<file path="src/hw/id_pkg.sv">
// instruction decode definitions

package id_pkg;

    // ------------------------------------------------------------------------
    // widths
    // ------------------------------------------------------------------------
    typedef logic [31:0] word_t;      // insn, operand, immediate
    typedef logic [4:0]  reg_addr_t;  // gpr index
    typedef logic [6:0]  opcode_t;
    typedef logic [2:0]  funct3_t;
    typedef logic [6:0]  funct7_t;

    // ------------------------------------------------------------------------
    // encodings
    // ------------------------------------------------------------------------
    localparam opcode_t OP_LOAD   = 7'b0000011;
    localparam opcode_t OP_OP_IMM = 7'b0010011;
    localparam opcode_t OP_OP     = 7'b0110011;
    localparam opcode_t OP_STORE  = 7'b0100011;

    // loads
    localparam funct3_t F3_LB  = 3'b000;
    localparam funct3_t F3_LH  = 3'b001;
    localparam funct3_t F3_LW  = 3'b010;
    localparam funct3_t F3_LBU = 3'b100;
    localparam funct3_t F3_LHU = 3'b101;
    // stores
    localparam funct3_t F3_SB  = 3'b000;
    localparam funct3_t F3_SH  = 3'b001;
    localparam funct3_t F3_SW  = 3'b010;
    // alu group, shared by op and op-imm
    localparam funct3_t F3_ADD  = 3'b000;  // add, sub, addi
    localparam funct3_t F3_SLL  = 3'b001;
    localparam funct3_t F3_SLT  = 3'b010;
    localparam funct3_t F3_SLTU = 3'b011;
    localparam funct3_t F3_XOR  = 3'b100;
    localparam funct3_t F3_SR   = 3'b101;  // srl/sra by funct7
    localparam funct3_t F3_OR   = 3'b110;
    localparam funct3_t F3_AND  = 3'b111;

    localparam funct7_t F7_BASE = 7'b0000000;
    localparam funct7_t F7_ALT  = 7'b0100000;  // sub, sra

    typedef enum logic [3:0] {
        ALU_NOP, ALU_ADD, ALU_SUB, ALU_SLL, ALU_SRL, ALU_SRA,
        ALU_XOR, ALU_OR, ALU_AND, ALU_SLT, ALU_SLTU
    } alu_op_e;

    typedef enum logic [3:0] {
        MEM_NOP, MEM_LB, MEM_LH, MEM_LW, MEM_LBU, MEM_LHU,
        MEM_SB, MEM_SH, MEM_SW
    } mem_op_e;

    typedef enum logic {
        WB_ALU,  // alu result
        WB_CMP   // set-less-than result
    } wb_sel_e;

    // execute side buffering
    localparam int unsigned ID_EX_CREDITS = 2;
    localparam int unsigned CREDIT_W      = $clog2(ID_EX_CREDITS + 1);

endpackage

</file>
<file path="src/hw/decode_if.sv">
// decoded instruction bundle
`timescale 1ns/100ps

interface decode_if;

    id_pkg::alu_op_e   alu_op;        // alu operation
    id_pkg::word_t     alu_in_0;      // first alu operand
    id_pkg::word_t     alu_in_1;      // second alu operand
    id_pkg::mem_op_e   mem_op;        // load/store kind
    id_pkg::word_t     mem_wr_data;   // store data
    id_pkg::wb_sel_e   wb_sel;        // alu or cmp result
    logic              gpr_we;        // active high
    id_pkg::reg_addr_t dst_addr;      // rd
    logic [1:0]        src_reg_used;  // {rb, ra}
    logic              illegal;       // undefined encoding

    // decoder side
    modport src (
        output alu_op, alu_in_0, alu_in_1,
        output mem_op, mem_wr_data,
        output wb_sel, gpr_we, dst_addr,
        output src_reg_used, illegal
    );

    // pipeline register side
    modport dst (
        input alu_op, alu_in_0, alu_in_1,
        input mem_op, mem_wr_data,
        input wb_sel, gpr_we, dst_addr,
        input src_reg_used, illegal
    );

endinterface

</file>
<file path="src/hw/insn_decoder.sv">
// instruction decoder
`timescale 1ns/100ps

module insn_decoder (
    input  id_pkg::word_t     insn_i,     // from fetch
    input  id_pkg::word_t     ra_data_i,  // gpr read port 0
    input  id_pkg::word_t     rb_data_i,  // gpr read port 1
    output id_pkg::reg_addr_t ra_addr_o,
    output id_pkg::reg_addr_t rb_addr_o,
    decode_if.src             dec
);

    // ------------------------------------------------------------------------
    // field split
    // ------------------------------------------------------------------------
    id_pkg::opcode_t opcode;
    id_pkg::funct3_t funct3;
    id_pkg::funct7_t funct7;
    id_pkg::word_t   imm_i;
    id_pkg::word_t   imm_sh;
    id_pkg::word_t   imm_s;
    logic            f7_base;
    logic            f7_alt;
    logic            illegal;

    assign opcode = insn_i[6:0];
    assign funct3 = insn_i[14:12];
    assign funct7 = insn_i[31:25];

    assign ra_addr_o = insn_i[19:15];  // rs1
    assign rb_addr_o = insn_i[24:20];  // rs2

    assign imm_i  = {{20{insn_i[31]}}, insn_i[31:20]};
    assign imm_sh = {{27{insn_i[31]}}, insn_i[24:20]};  // shamt only
    assign imm_s  = {{20{insn_i[31]}}, insn_i[31:25], insn_i[11:7]};

    assign f7_base = (funct7 == id_pkg::F7_BASE);
    assign f7_alt  = (funct7 == id_pkg::F7_ALT);

    // fixed routing, independent of opcode
    assign dec.mem_wr_data = rb_data_i;     // stores write rb
    assign dec.dst_addr    = insn_i[11:7];  // rd
    assign dec.illegal     = illegal;

    // ------------------------------------------------------------------------
    // control decode
    // ------------------------------------------------------------------------
    always_comb begin
        dec.alu_op       = id_pkg::ALU_NOP;
        dec.alu_in_0     = ra_data_i;
        dec.alu_in_1     = rb_data_i;
        dec.mem_op       = id_pkg::MEM_NOP;
        dec.wb_sel       = id_pkg::WB_ALU;
        dec.gpr_we       = 1'b0;
        dec.src_reg_used = 2'b00;
        illegal          = 1'b0;

        case (opcode)
            id_pkg::OP_LOAD: begin
                case (funct3)
                    id_pkg::F3_LB:  dec.mem_op = id_pkg::MEM_LB;
                    id_pkg::F3_LH:  dec.mem_op = id_pkg::MEM_LH;
                    id_pkg::F3_LW:  dec.mem_op = id_pkg::MEM_LW;
                    id_pkg::F3_LBU: dec.mem_op = id_pkg::MEM_LBU;
                    id_pkg::F3_LHU: dec.mem_op = id_pkg::MEM_LHU;
                    default:        illegal    = 1'b1;
                endcase
                if (!illegal) begin
                    dec.alu_op       = id_pkg::ALU_ADD;  // address calc
                    dec.alu_in_1     = imm_i;
                    dec.gpr_we       = 1'b1;
                    dec.src_reg_used = 2'b01;            // ra only
                end
            end

            id_pkg::OP_OP_IMM: begin
                case (funct3)
                    id_pkg::F3_ADD:  dec.alu_op = id_pkg::ALU_ADD;
                    id_pkg::F3_SLL:  dec.alu_op = id_pkg::ALU_SLL;
                    id_pkg::F3_XOR:  dec.alu_op = id_pkg::ALU_XOR;
                    id_pkg::F3_OR:   dec.alu_op = id_pkg::ALU_OR;
                    id_pkg::F3_AND:  dec.alu_op = id_pkg::ALU_AND;
                    id_pkg::F3_SLT: begin
                        dec.alu_op = id_pkg::ALU_SLT;
                        dec.wb_sel = id_pkg::WB_CMP;
                    end
                    id_pkg::F3_SLTU: begin
                        dec.alu_op = id_pkg::ALU_SLTU;
                        dec.wb_sel = id_pkg::WB_CMP;
                    end
                    default: begin  // right shifts
                        if (f7_base)     dec.alu_op = id_pkg::ALU_SRL;
                        else if (f7_alt) dec.alu_op = id_pkg::ALU_SRA;
                        else             illegal    = 1'b1;
                    end
                endcase
                if (!illegal) begin
                    dec.alu_in_1     = (funct3 == id_pkg::F3_SR) ? imm_sh : imm_i;
                    dec.gpr_we       = 1'b1;
                    dec.src_reg_used = 2'b01;
                end
            end

            id_pkg::OP_OP: begin
                // alt funct7 only legal on add/sub and srl/sra
                if (!(f7_base || (f7_alt && (funct3 == id_pkg::F3_ADD ||
                                             funct3 == id_pkg::F3_SR)))) begin
                    illegal = 1'b1;
                end else begin
                    case (funct3)
                        id_pkg::F3_ADD: dec.alu_op = f7_alt ? id_pkg::ALU_SUB : id_pkg::ALU_ADD;
                        id_pkg::F3_SR:  dec.alu_op = f7_alt ? id_pkg::ALU_SRA : id_pkg::ALU_SRL;
                        id_pkg::F3_SLL: dec.alu_op = id_pkg::ALU_SLL;  // alu path, not cmp
                        id_pkg::F3_XOR: dec.alu_op = id_pkg::ALU_XOR;
                        id_pkg::F3_OR:  dec.alu_op = id_pkg::ALU_OR;
                        id_pkg::F3_AND: dec.alu_op = id_pkg::ALU_AND;
                        id_pkg::F3_SLT: begin
                            dec.alu_op = id_pkg::ALU_SLT;
                            dec.wb_sel = id_pkg::WB_CMP;
                        end
                        default: begin  // sltu
                            dec.alu_op = id_pkg::ALU_SLTU;
                            dec.wb_sel = id_pkg::WB_CMP;
                        end
                    endcase
                    dec.gpr_we       = 1'b1;
                    dec.src_reg_used = 2'b11;  // ra and rb
                end
            end

            id_pkg::OP_STORE: begin
                case (funct3)
                    id_pkg::F3_SB: dec.mem_op = id_pkg::MEM_SB;
                    id_pkg::F3_SH: dec.mem_op = id_pkg::MEM_SH;
                    id_pkg::F3_SW: dec.mem_op = id_pkg::MEM_SW;
                    default:       illegal    = 1'b1;
                endcase
                if (!illegal) begin
                    dec.alu_op       = id_pkg::ALU_ADD;
                    dec.alu_in_1     = imm_s;
                    dec.src_reg_used = 2'b11;  // base and data
                end
            end

            default: illegal = 1'b1;  // unknown opcode
        endcase
    end

endmodule

</file>
<file path="src/hw/credit_counter.sv">
// execute credit counter
`timescale 1ns/100ps

module credit_counter (
    input  logic clk,
    input  logic reset_i,
    input  logic issue_i,          // one item sent to execute
    input  logic credit_return_i,  // one slot freed in execute
    output logic has_credit_o
);

    // free slots on the execute side
    logic [id_pkg::CREDIT_W-1:0] credit_cnt;

    // ------------------------------------------------------------------------
    // count update
    // ------------------------------------------------------------------------
    always_ff @(posedge clk) begin
        if (reset_i) begin
            credit_cnt <= id_pkg::ID_EX_CREDITS[id_pkg::CREDIT_W-1:0];  // all slots free
        end else begin
            case ({issue_i, credit_return_i})
                2'b10:   credit_cnt <= credit_cnt - 1'b1;  // consumed
                2'b01:   credit_cnt <= credit_cnt + 1'b1;  // returned
                default: credit_cnt <= credit_cnt;         // none or both
            endcase
        end
    end

    // issue allowed while any slot remains
    assign has_credit_o = (credit_cnt != '0);

endmodule

</file>
<file path="src/hw/id_ex_reg.sv">
// ID/EX pipeline register
`timescale 1ns/100ps

module id_ex_reg (
    input  logic              clk,
    input  logic              reset_i,
    input  logic              if_valid_i,   // fetch offers an insn
    input  logic              has_credit_i, // execute can take one
    decode_if.dst             dec,
    output logic              issue_o,
    output logic              ex_valid_o,
    output id_pkg::alu_op_e   ex_alu_op_o,
    output id_pkg::word_t     ex_alu_in_0_o,
    output id_pkg::word_t     ex_alu_in_1_o,
    output id_pkg::mem_op_e   ex_mem_op_o,
    output id_pkg::word_t     ex_mem_wr_data_o,
    output id_pkg::wb_sel_e   ex_wb_sel_o,
    output logic              ex_gpr_we_o,
    output id_pkg::reg_addr_t ex_dst_addr_o,
    output logic [1:0]        ex_src_reg_used_o,
    output logic              ex_illegal_o
);

    // accept and issue are the same event
    assign issue_o = if_valid_i & has_credit_i;

    // ------------------------------------------------------------------------
    // valid bit
    // ------------------------------------------------------------------------
    always_ff @(posedge clk) begin
        if (reset_i) begin
            ex_valid_o <= 1'b0;
        end else begin
            ex_valid_o <= issue_o;  // one cycle per issued item
        end
    end

    // ------------------------------------------------------------------------
    // payload, held between issues
    // ------------------------------------------------------------------------
    always_ff @(posedge clk) begin
        if (issue_o) begin
            ex_alu_op_o       <= dec.alu_op;
            ex_alu_in_0_o     <= dec.alu_in_0;
            ex_alu_in_1_o     <= dec.alu_in_1;
            ex_mem_op_o       <= dec.mem_op;
            ex_mem_wr_data_o  <= dec.mem_wr_data;
            ex_wb_sel_o       <= dec.wb_sel;
            ex_gpr_we_o       <= dec.gpr_we;
            ex_dst_addr_o     <= dec.dst_addr;
            ex_src_reg_used_o <= dec.src_reg_used;
            ex_illegal_o      <= dec.illegal;
        end
    end

endmodule

</file>
<file path="src/hw/id_stage.sv">
// instruction decode stage
`timescale 1ns/100ps

module id_stage (
    input  logic              clk,
    input  logic              reset_i,
    // fetch side, valid/ready
    input  logic              if_valid_i,
    input  id_pkg::word_t     if_insn_i,
    output logic              if_ready_o,
    // register file read ports
    output id_pkg::reg_addr_t gpr_rd_addr_0_o,
    output id_pkg::reg_addr_t gpr_rd_addr_1_o,
    input  id_pkg::word_t     gpr_rd_data_0_i,
    input  id_pkg::word_t     gpr_rd_data_1_i,
    // execute side, credit based
    input  logic              ex_credit_i,
    output logic              ex_valid_o,
    output id_pkg::alu_op_e   ex_alu_op_o,
    output id_pkg::word_t     ex_alu_in_0_o,
    output id_pkg::word_t     ex_alu_in_1_o,
    output id_pkg::mem_op_e   ex_mem_op_o,
    output id_pkg::word_t     ex_mem_wr_data_o,
    output id_pkg::wb_sel_e   ex_wb_sel_o,
    output logic              ex_gpr_we_o,
    output id_pkg::reg_addr_t ex_dst_addr_o,
    output logic [1:0]        ex_src_reg_used_o,
    output logic              ex_illegal_o
);

    logic issue;      // item leaves for execute
    decode_if dec_bus ();

    // ------------------------------------------------------------------------
    // decode, flow control, register
    // ------------------------------------------------------------------------
    insn_decoder u_decoder (
        .insn_i    (if_insn_i),
        .ra_data_i (gpr_rd_data_0_i),
        .rb_data_i (gpr_rd_data_1_i),
        .ra_addr_o (gpr_rd_addr_0_o),
        .rb_addr_o (gpr_rd_addr_1_o),
        .dec       (dec_bus)
    );

    // ready is simply credit available
    credit_counter u_credit (
        .clk             (clk),
        .reset_i         (reset_i),
        .issue_i         (issue),
        .credit_return_i (ex_credit_i),
        .has_credit_o    (if_ready_o)
    );

    id_ex_reg u_id_ex (
        .clk               (clk),
        .reset_i           (reset_i),
        .if_valid_i        (if_valid_i),
        .has_credit_i      (if_ready_o),
        .dec               (dec_bus),
        .issue_o           (issue),
        .ex_valid_o        (ex_valid_o),
        .ex_alu_op_o       (ex_alu_op_o),
        .ex_alu_in_0_o     (ex_alu_in_0_o),
        .ex_alu_in_1_o     (ex_alu_in_1_o),
        .ex_mem_op_o       (ex_mem_op_o),
        .ex_mem_wr_data_o  (ex_mem_wr_data_o),
        .ex_wb_sel_o       (ex_wb_sel_o),
        .ex_gpr_we_o       (ex_gpr_we_o),
        .ex_dst_addr_o     (ex_dst_addr_o),
        .ex_src_reg_used_o (ex_src_reg_used_o),
        .ex_illegal_o      (ex_illegal_o)
    );

endmodule

</file>
<file path="config.mk">
export PLATFORM = sky130hd
export DESIGN_NAME = id_stage
export DESIGN_NICKNAME = d
export VERILOG_FILES = /design/src/hw/id_pkg.sv /design/src/hw/decode_if.sv /design/src/hw/insn_decoder.sv /design/src/hw/credit_counter.sv /design/src/hw/id_ex_reg.sv /design/src/hw/id_stage.sv
export SDC_FILE = /design/constraint.sdc
export NUM_CORES = 1
export LEC_CHECK = 0
export BUFFER_PORTS_ARGS = -buffer_cell sky130_fd_sc_hd__buf_4
export CORE_MARGIN = 5
export CORE_UTILIZATION = 51
export CTS_CLUSTER_SIZE = 24
export DETAILED_ROUTE_END_ITERATION = 10
export GPL_TIMING_DRIVEN = 0
export MAX_ROUTING_LAYER = met4
export PLACE_DENSITY = 0.9
export SYNTH_ARGS = -nofsm -noshare
export SYNTH_HDL_FRONTEND = slang
export SYNTH_SLANG_ARGS = --single-unit
</file>
<file path="constraint.sdc">
create_clock -name clk -period 5.65 [get_ports clk]
set_input_delay 0.8475 -clock clk [delete_from_list [all_inputs] [get_ports clk]]
set_output_delay 0.8475 -clock clk [all_outputs]
set_load 0.005 [all_outputs]
</file>
Word-level counts from Yosys, hierarchy flattened:

Index checks and enable logic that the tools add are counted.

* bits in registers: 117
* bits of input ports: 100

* add/sub/neg operators: 2
* equality and inequality tests: 14
* muxes and demuxes: 42
* bitwise logic cells: 1
* reduce and logical (&&, ||, !) cells: 12

Operators by type and width (number)
* $mux W32: 3
* $pmux W32 S3: 1
* $pmux W4 S7: 2
* $eq A7 B6 Y1 const B: 3
* $mux W1: 20
* $pmux W4 S4: 1
* $pmux W3 S5: 1
* $eq A3 B3 Y1 const B: 4
* $pmux W4 S3: 1
* $mux W11: 1
* $mux W4: 2
* $pmux W2 S4: 1
* $pmux W4 S2: 1
* $eq A7 B2 Y1 const B: 1
* $eq A7 B5 Y1 const B: 1
* $logic_not A7 Y1: 1
* $reduce_or A7 Y1: 1
* $eq A3 B2 Y1 const B: 2
* $mux W2: 3
* $reduce_or A6 Y1: 1
* $reduce_or A5 Y1: 1
* $pmux W1 S4: 1
* $pmux W2 S2: 1
* $reduce_bool A2 Y1: 2
* 14 further kinds: 15

Longest topological paths before layout:

* depth in word-level cells: 7
* mapped depth: 7
* mapped depth without buffers: 6

Cells and area by module:

Synthesis repeated with hierarchy kept, for this count alone.

* cell total of the unflattened synthesis: 341
* area, all modules: 5088.6 um^2

By module, submodules not included
* id_ex_reg: instances 1, cells each 117, area each 3458.3 um^2, sequential area each 3443.3 um^2
* insn_decoder: instances 1, cells each 213, area each 1527.7 um^2, sequential area each 0.0 um^2
* credit_counter: instances 1, cells each 11, area each 102.6 um^2, sequential area each 40.0 um^2

Least setup slack after synthesis:

No wires, ideal clock.

* path kind: input port to flip-flop
* start point: in if_valid_i
* end point: reg u_id_ex.ex_alu_in_0_o[0] (enable)
* library setup time: 468 ps
* arrival: 3137 ps
* slack: 2045 ps
* cell stages on the path: 2
* path buffers: 0
* path through: nand2_1 > inv_1

* word-level cells in the longest chain between the ends: 1

RTL lines
* start, declared: line id_stage.sv:8 `input logic if_valid_i,`
* $and A1 B1 Y1: line id_ex_reg.sv:25 `assign issue_o = if_valid_i & has_credit_i;`
* named net issue: line id_stage.sv:31 `logic issue;`
* end signal, assigned: line id_ex_reg.sv:44 `ex_alu_in_0_o <= dec.alu_in_0;`
* end, declared: line id_ex_reg.sv:13 `output id_pkg::word_t ex_alu_in_0_o,`

The timed path passes the listed nets, and every way through them passes these cells.
A chain may end at the register's enable or synchronous reset.

Final worst setup path:

* start point: in if_insn_i[4]
* end point: reg u_id_ex.ex_alu_op_o[0], data pin

* word-level cells in the longest chain between the ends: 2
* elaborated cells on any way between the ends: 5
* those cells by class: eq/ne (4); mux (1)

RTL lines
* start, declared: line id_stage.sv:9 `input id_pkg::word_t if_insn_i,`
* $eq A7 B6 Y1, or another cell as far along: line insn_decoder.sv:58 `case (opcode)`
* $pmux W4 S4 *: line insn_decoder.sv:58
* named net dec_bus.alu_op[0]: line decode_if.sv:6 `id_pkg::alu_op_e alu_op;`
* end signal, assigned: line id_ex_reg.sv:43 `ex_alu_op_o <= dec.alu_op;`
* end, declared: line id_ex_reg.sv:12 `output id_pkg::alu_op_e ex_alu_op_o,`

Mark *: on every way through the listed nets, which the timed path passes. The rest lies on a longest branch.

==> metrics.yaml <==
route:
  avgRoutedWirePerCell_um: 23.0
  drc: 0
  ant_nets: 0
  via_per_inst: 5.71
  drt-initial-drc-count: 456
  firstDrtPassIters: 6
  totalWireLength_um: 17200
  routed-via-count: 4268
cts:
  post_cts_resized: 0
  clock_latency_ps: 510
  numCtsBuffers: 17
  post-cts-setup-buffers: 0
  cts_tree: "done"
  cts_hold_buf: 0
  cts_buffer_depth: 2
  htreeDepth: 4
  cts.clk_slew.worst_paths_ps: 60
  clockRootBuffer: "clkbuf_8"
  cts_sinks: 117
synth:
  synth_cell_type_count: 50
  async_flop_share_pct: 0
  synthAdderAreaFrac_pct: 0.249
  synth_edf_count: 114
  ys_warn_count: 0
  synth_top_cell_by_area: "edfxtp_1"
  avgSynthCellArea_sq_um: 13.9
  synth_top_family_by_area: "compound AO/OA/AOI/OAI gates"
  synth-xor-area-share_pct: 0.873
  netlist_instances: 362
  yosys-top-cells-area: "edfxtp_1 (68%), a21oi_1 (4.3%), mux2_2 (4.3%)"
  ys.flop_type: "edfxtp_1"
  synth_seq_area_share_pct: 69.4
  synth_nets: 463
  synth_top_area_share_pct: 68.2
  synthMuxAreaShare_pct: 4.26
  synth_area_sq_um: 5020
  synth_seq_cells: 117
  synth_simple_gate_area_share_pct: 7.93
  synth_compound_area_share_pct: 12.9
power_and_ir_drop:
  net-switching-power_mw: 0.635
  p_sw_share_pct: 24.6
  power_mw: 2.59
  p_leak_nw: 3.02
  peakVddDrop_mv: 0.200
  pwr-share-clk_pct: 41.9
  cellPowerDensity_nw_per_um2: 347
  power.share.sequential_pct: 43.1
  cell_internal_pwr_mw: 1.95
  p_comb_share_pct: 15.0
placed_design:
  hpwl_um: 11800
  routabilityCongestion: 0.889
  place_area_sq_um: 6850
  dp.cells: 714
  dpl_worst_slack_ps: 2800
  port_buffers: 218
critical_path:
  path_class: "in2reg"
  r2r-end: "u_id_ex.ex_alu_in_1_o[27]"
  end_kind: "flip-flop"
  crit_path_max_fanout: 10
  crit_chain: "buf_2, nand2b_1, a21oi_1, or2_2, clkbuf_1, o31ai_1"
  reg2reg_from: "u_credit.credit_cnt[0]"
  worstSetupStartpointType: "input pin"
  crit_arrival_ps: 2720
  worstPathRequired_ps: 5890
  slowest_stage: "a21oi_1"
  critPathTopFamily: "compound AO/OA/AOI/OAI gates"
  reg2regPathDepth: 4
  cp.buffers_inverters: 2
  slowest_delay_ps: 810
  ff2ff_setup_slack_ps: 3790
worst_hold_path:
  holdPathEnd: "u_credit.credit_cnt[0]"
  whs_path_depth: 2
  hold_path_startpoint: "reset_i"
  hp-class: "in2reg"
status:
  status: "complete, no violations"
final_layout:
  nNetsFinal: 701
  final_cells: 747
  area_growth_pct: 48.4
  drive_above_1_share_pct: 49.1
  final_area_sq_um: 7450
  fin_util_pct: 76.9
timing:
  layout_min_cycle_time_ps: 2480
  hold_viol_final: 0
  whs_ps: 501
  worstMarginPinSlew_ps: 1050
  post-route-period-util_pct: 43.9
  setup_tns_ps: 0
  clock_skew_ps: 8.70
  maxSlewViolCount: 0
  max_freq_mhz: 403
  setup_violations: 0
  fin_ws_ps: 3170
  relSlewSlack_pct: 30.2
  grt_setup_unrepaired: "false"
floorplanning:
  die_h_um: 109
  initial_utilization_pct: 51.8
  core-area_sq_um: 9680
  fp.dieArea_sq_um: 11900
  die_w_um: 109
  num_rows: 36
  io_pins: 226
global_route:
  grt_use_total_pct: 29.4
  antenna_found_initial: 0
  grt_pass1_vias: 4322
  grt_start_max_net_pins: 76
  overflow: 0
  grt_pass1_wl_um: 24900
run:
  max_cap_violations: 0
-- how the worst max path moves through the flow --
stage | to | start | cells past startpoint | slack (ps)
2_1_floorplan | u_id_ex.ex_alu_in_0_o[0] | if_valid_i | 2 | 2050
3_3_place_gp | u_id_ex.ex_alu_in_0_o[24] | if_valid_i | 3 | 1210
3_5_place_dp | u_id_ex.ex_alu_op_o[0] | if_insn_i[4] | 6 | 2800
4_1_cts | u_id_ex.ex_alu_op_o[0] | if_insn_i[4] | 6 | 3280
5_1_grt | u_id_ex.ex_alu_op_o[0] | if_insn_i[4] | 6 | 3090
6_report | u_id_ex.ex_alu_op_o[0] | if_insn_i[4] | 6 | 3170
-- cell families (layout without fill, tap and decap cells) --
group | count (synthesis) | in the layout
other | 0 | 1
DFF | 117 | 117
adders and majority gates | 1 | 1
xor gates and xnor gates | 5 | 5
AOI/OAI and AO/OA | 104 | 104
buffers and inverters | 45 | 296
muxes | 19 | 19
and+or+nand+nor | 71 | 71
-- registers in the layout, summed over array words and instances, names as in the netlist --
register,cells
u_id_ex.ex_alu_op_o,4
u_id_ex.ex_dst_addr_o,5
u_id_ex.ex_alu_in_0_o,32
u_id_ex.ex_gpr_we_o,1
u_id_ex.ex_illegal_o,1
u_id_ex.ex_src_reg_used_o,2
u_id_ex.ex_alu_in_1_o,32
u_id_ex.ex_mem_op_o,4
u_id_ex.ex_mem_wr_data_o,32
u_id_ex.ex_valid_o,1
u_credit.credit_cnt,2
u_id_ex.ex_wb_sel_o,1
-- per-layer routing --
metal | vias to the layer above | track usage, % | part of all wire, %
met2 | 316 | 48.7 | 50
met1 | 2020 | 32.8 | 35
met3 | 45 | 9.35 | 11
met4 | 0 | 13.0 | 3.4
met5 | - | - | 0
li1 | 1887 | - | -
-- cells in the final DEF (no fill, tap or decap), types with 4 or more instances in the layout --
master,synthesis,routed
buf_4,10,228
clkbuf_1,14,14
nand2_1,17,17
edfxtp_1,114,114
o221ai_1,5,5
buf_2,10,10
nor2_1,16,16
a21oi_1,43,43
a211oi_1,4,4
clkinvlp_4,0,4
o21ai_0,12,12
clkbuf_16,0,16
nand2b_1,4,4
inv_1,11,10
or2_2,5,5
a32o_1,6,6
nor3_1,7,7
mux2_2,19,19
o22ai_1,20,20
xor2_1,4,4
-- layout make-up --
type,instances,area (sq um)
clock inverter,15,180
multi-input combinational,200,1320
fill,571,2240
sequential,117,3480
buffer,34,178
antenna,1,2.50
inverter,11,43.8
clock buffer,17,414
tap,133,166
timing repair buffer,219,1660
-- power groups by stage --
| stage | Sequential, mW | Clock (mW) | Combinational [mW] |
|---|---|---|---|
| 2_1_floorplan | 1.14 | 0 | 0.117 |
| 3_3_place_gp | 1.14 | 0 | 0.357 |
| 3_5_place_dp | 1.13 | 0 | 0.380 |
| 4_1_cts | 1.11 | 1.09 | 0.386 |
| 5_1_grt | 1.12 | 1.13 | 0.414 |
| 6_report | 1.11 | 1.08 | 0.387 |
-- synthesized netlist by cell type (2+ instances only) --
cell	instances
nand4_1	2
o22ai_1	20
nand3_1	3
buf_2	10
a211oi_1	4
a32o_1	6
nand2b_1	4
nor3_1	7
inv_1	11
xor2_1	4
o221ai_1	5
or2_2	5
edfxtp_1	114
o21a_1	2
and3b_1	2
buf_4	10
o211ai_1	2
a21oi_1	43
a31oi_1	2
nand2_1	17
dfxtp_1	3
nor2_1	16
clkbuf_1	14
mux2_2	19
o21ai_0	12
Power figures use the tool's default switching activity.
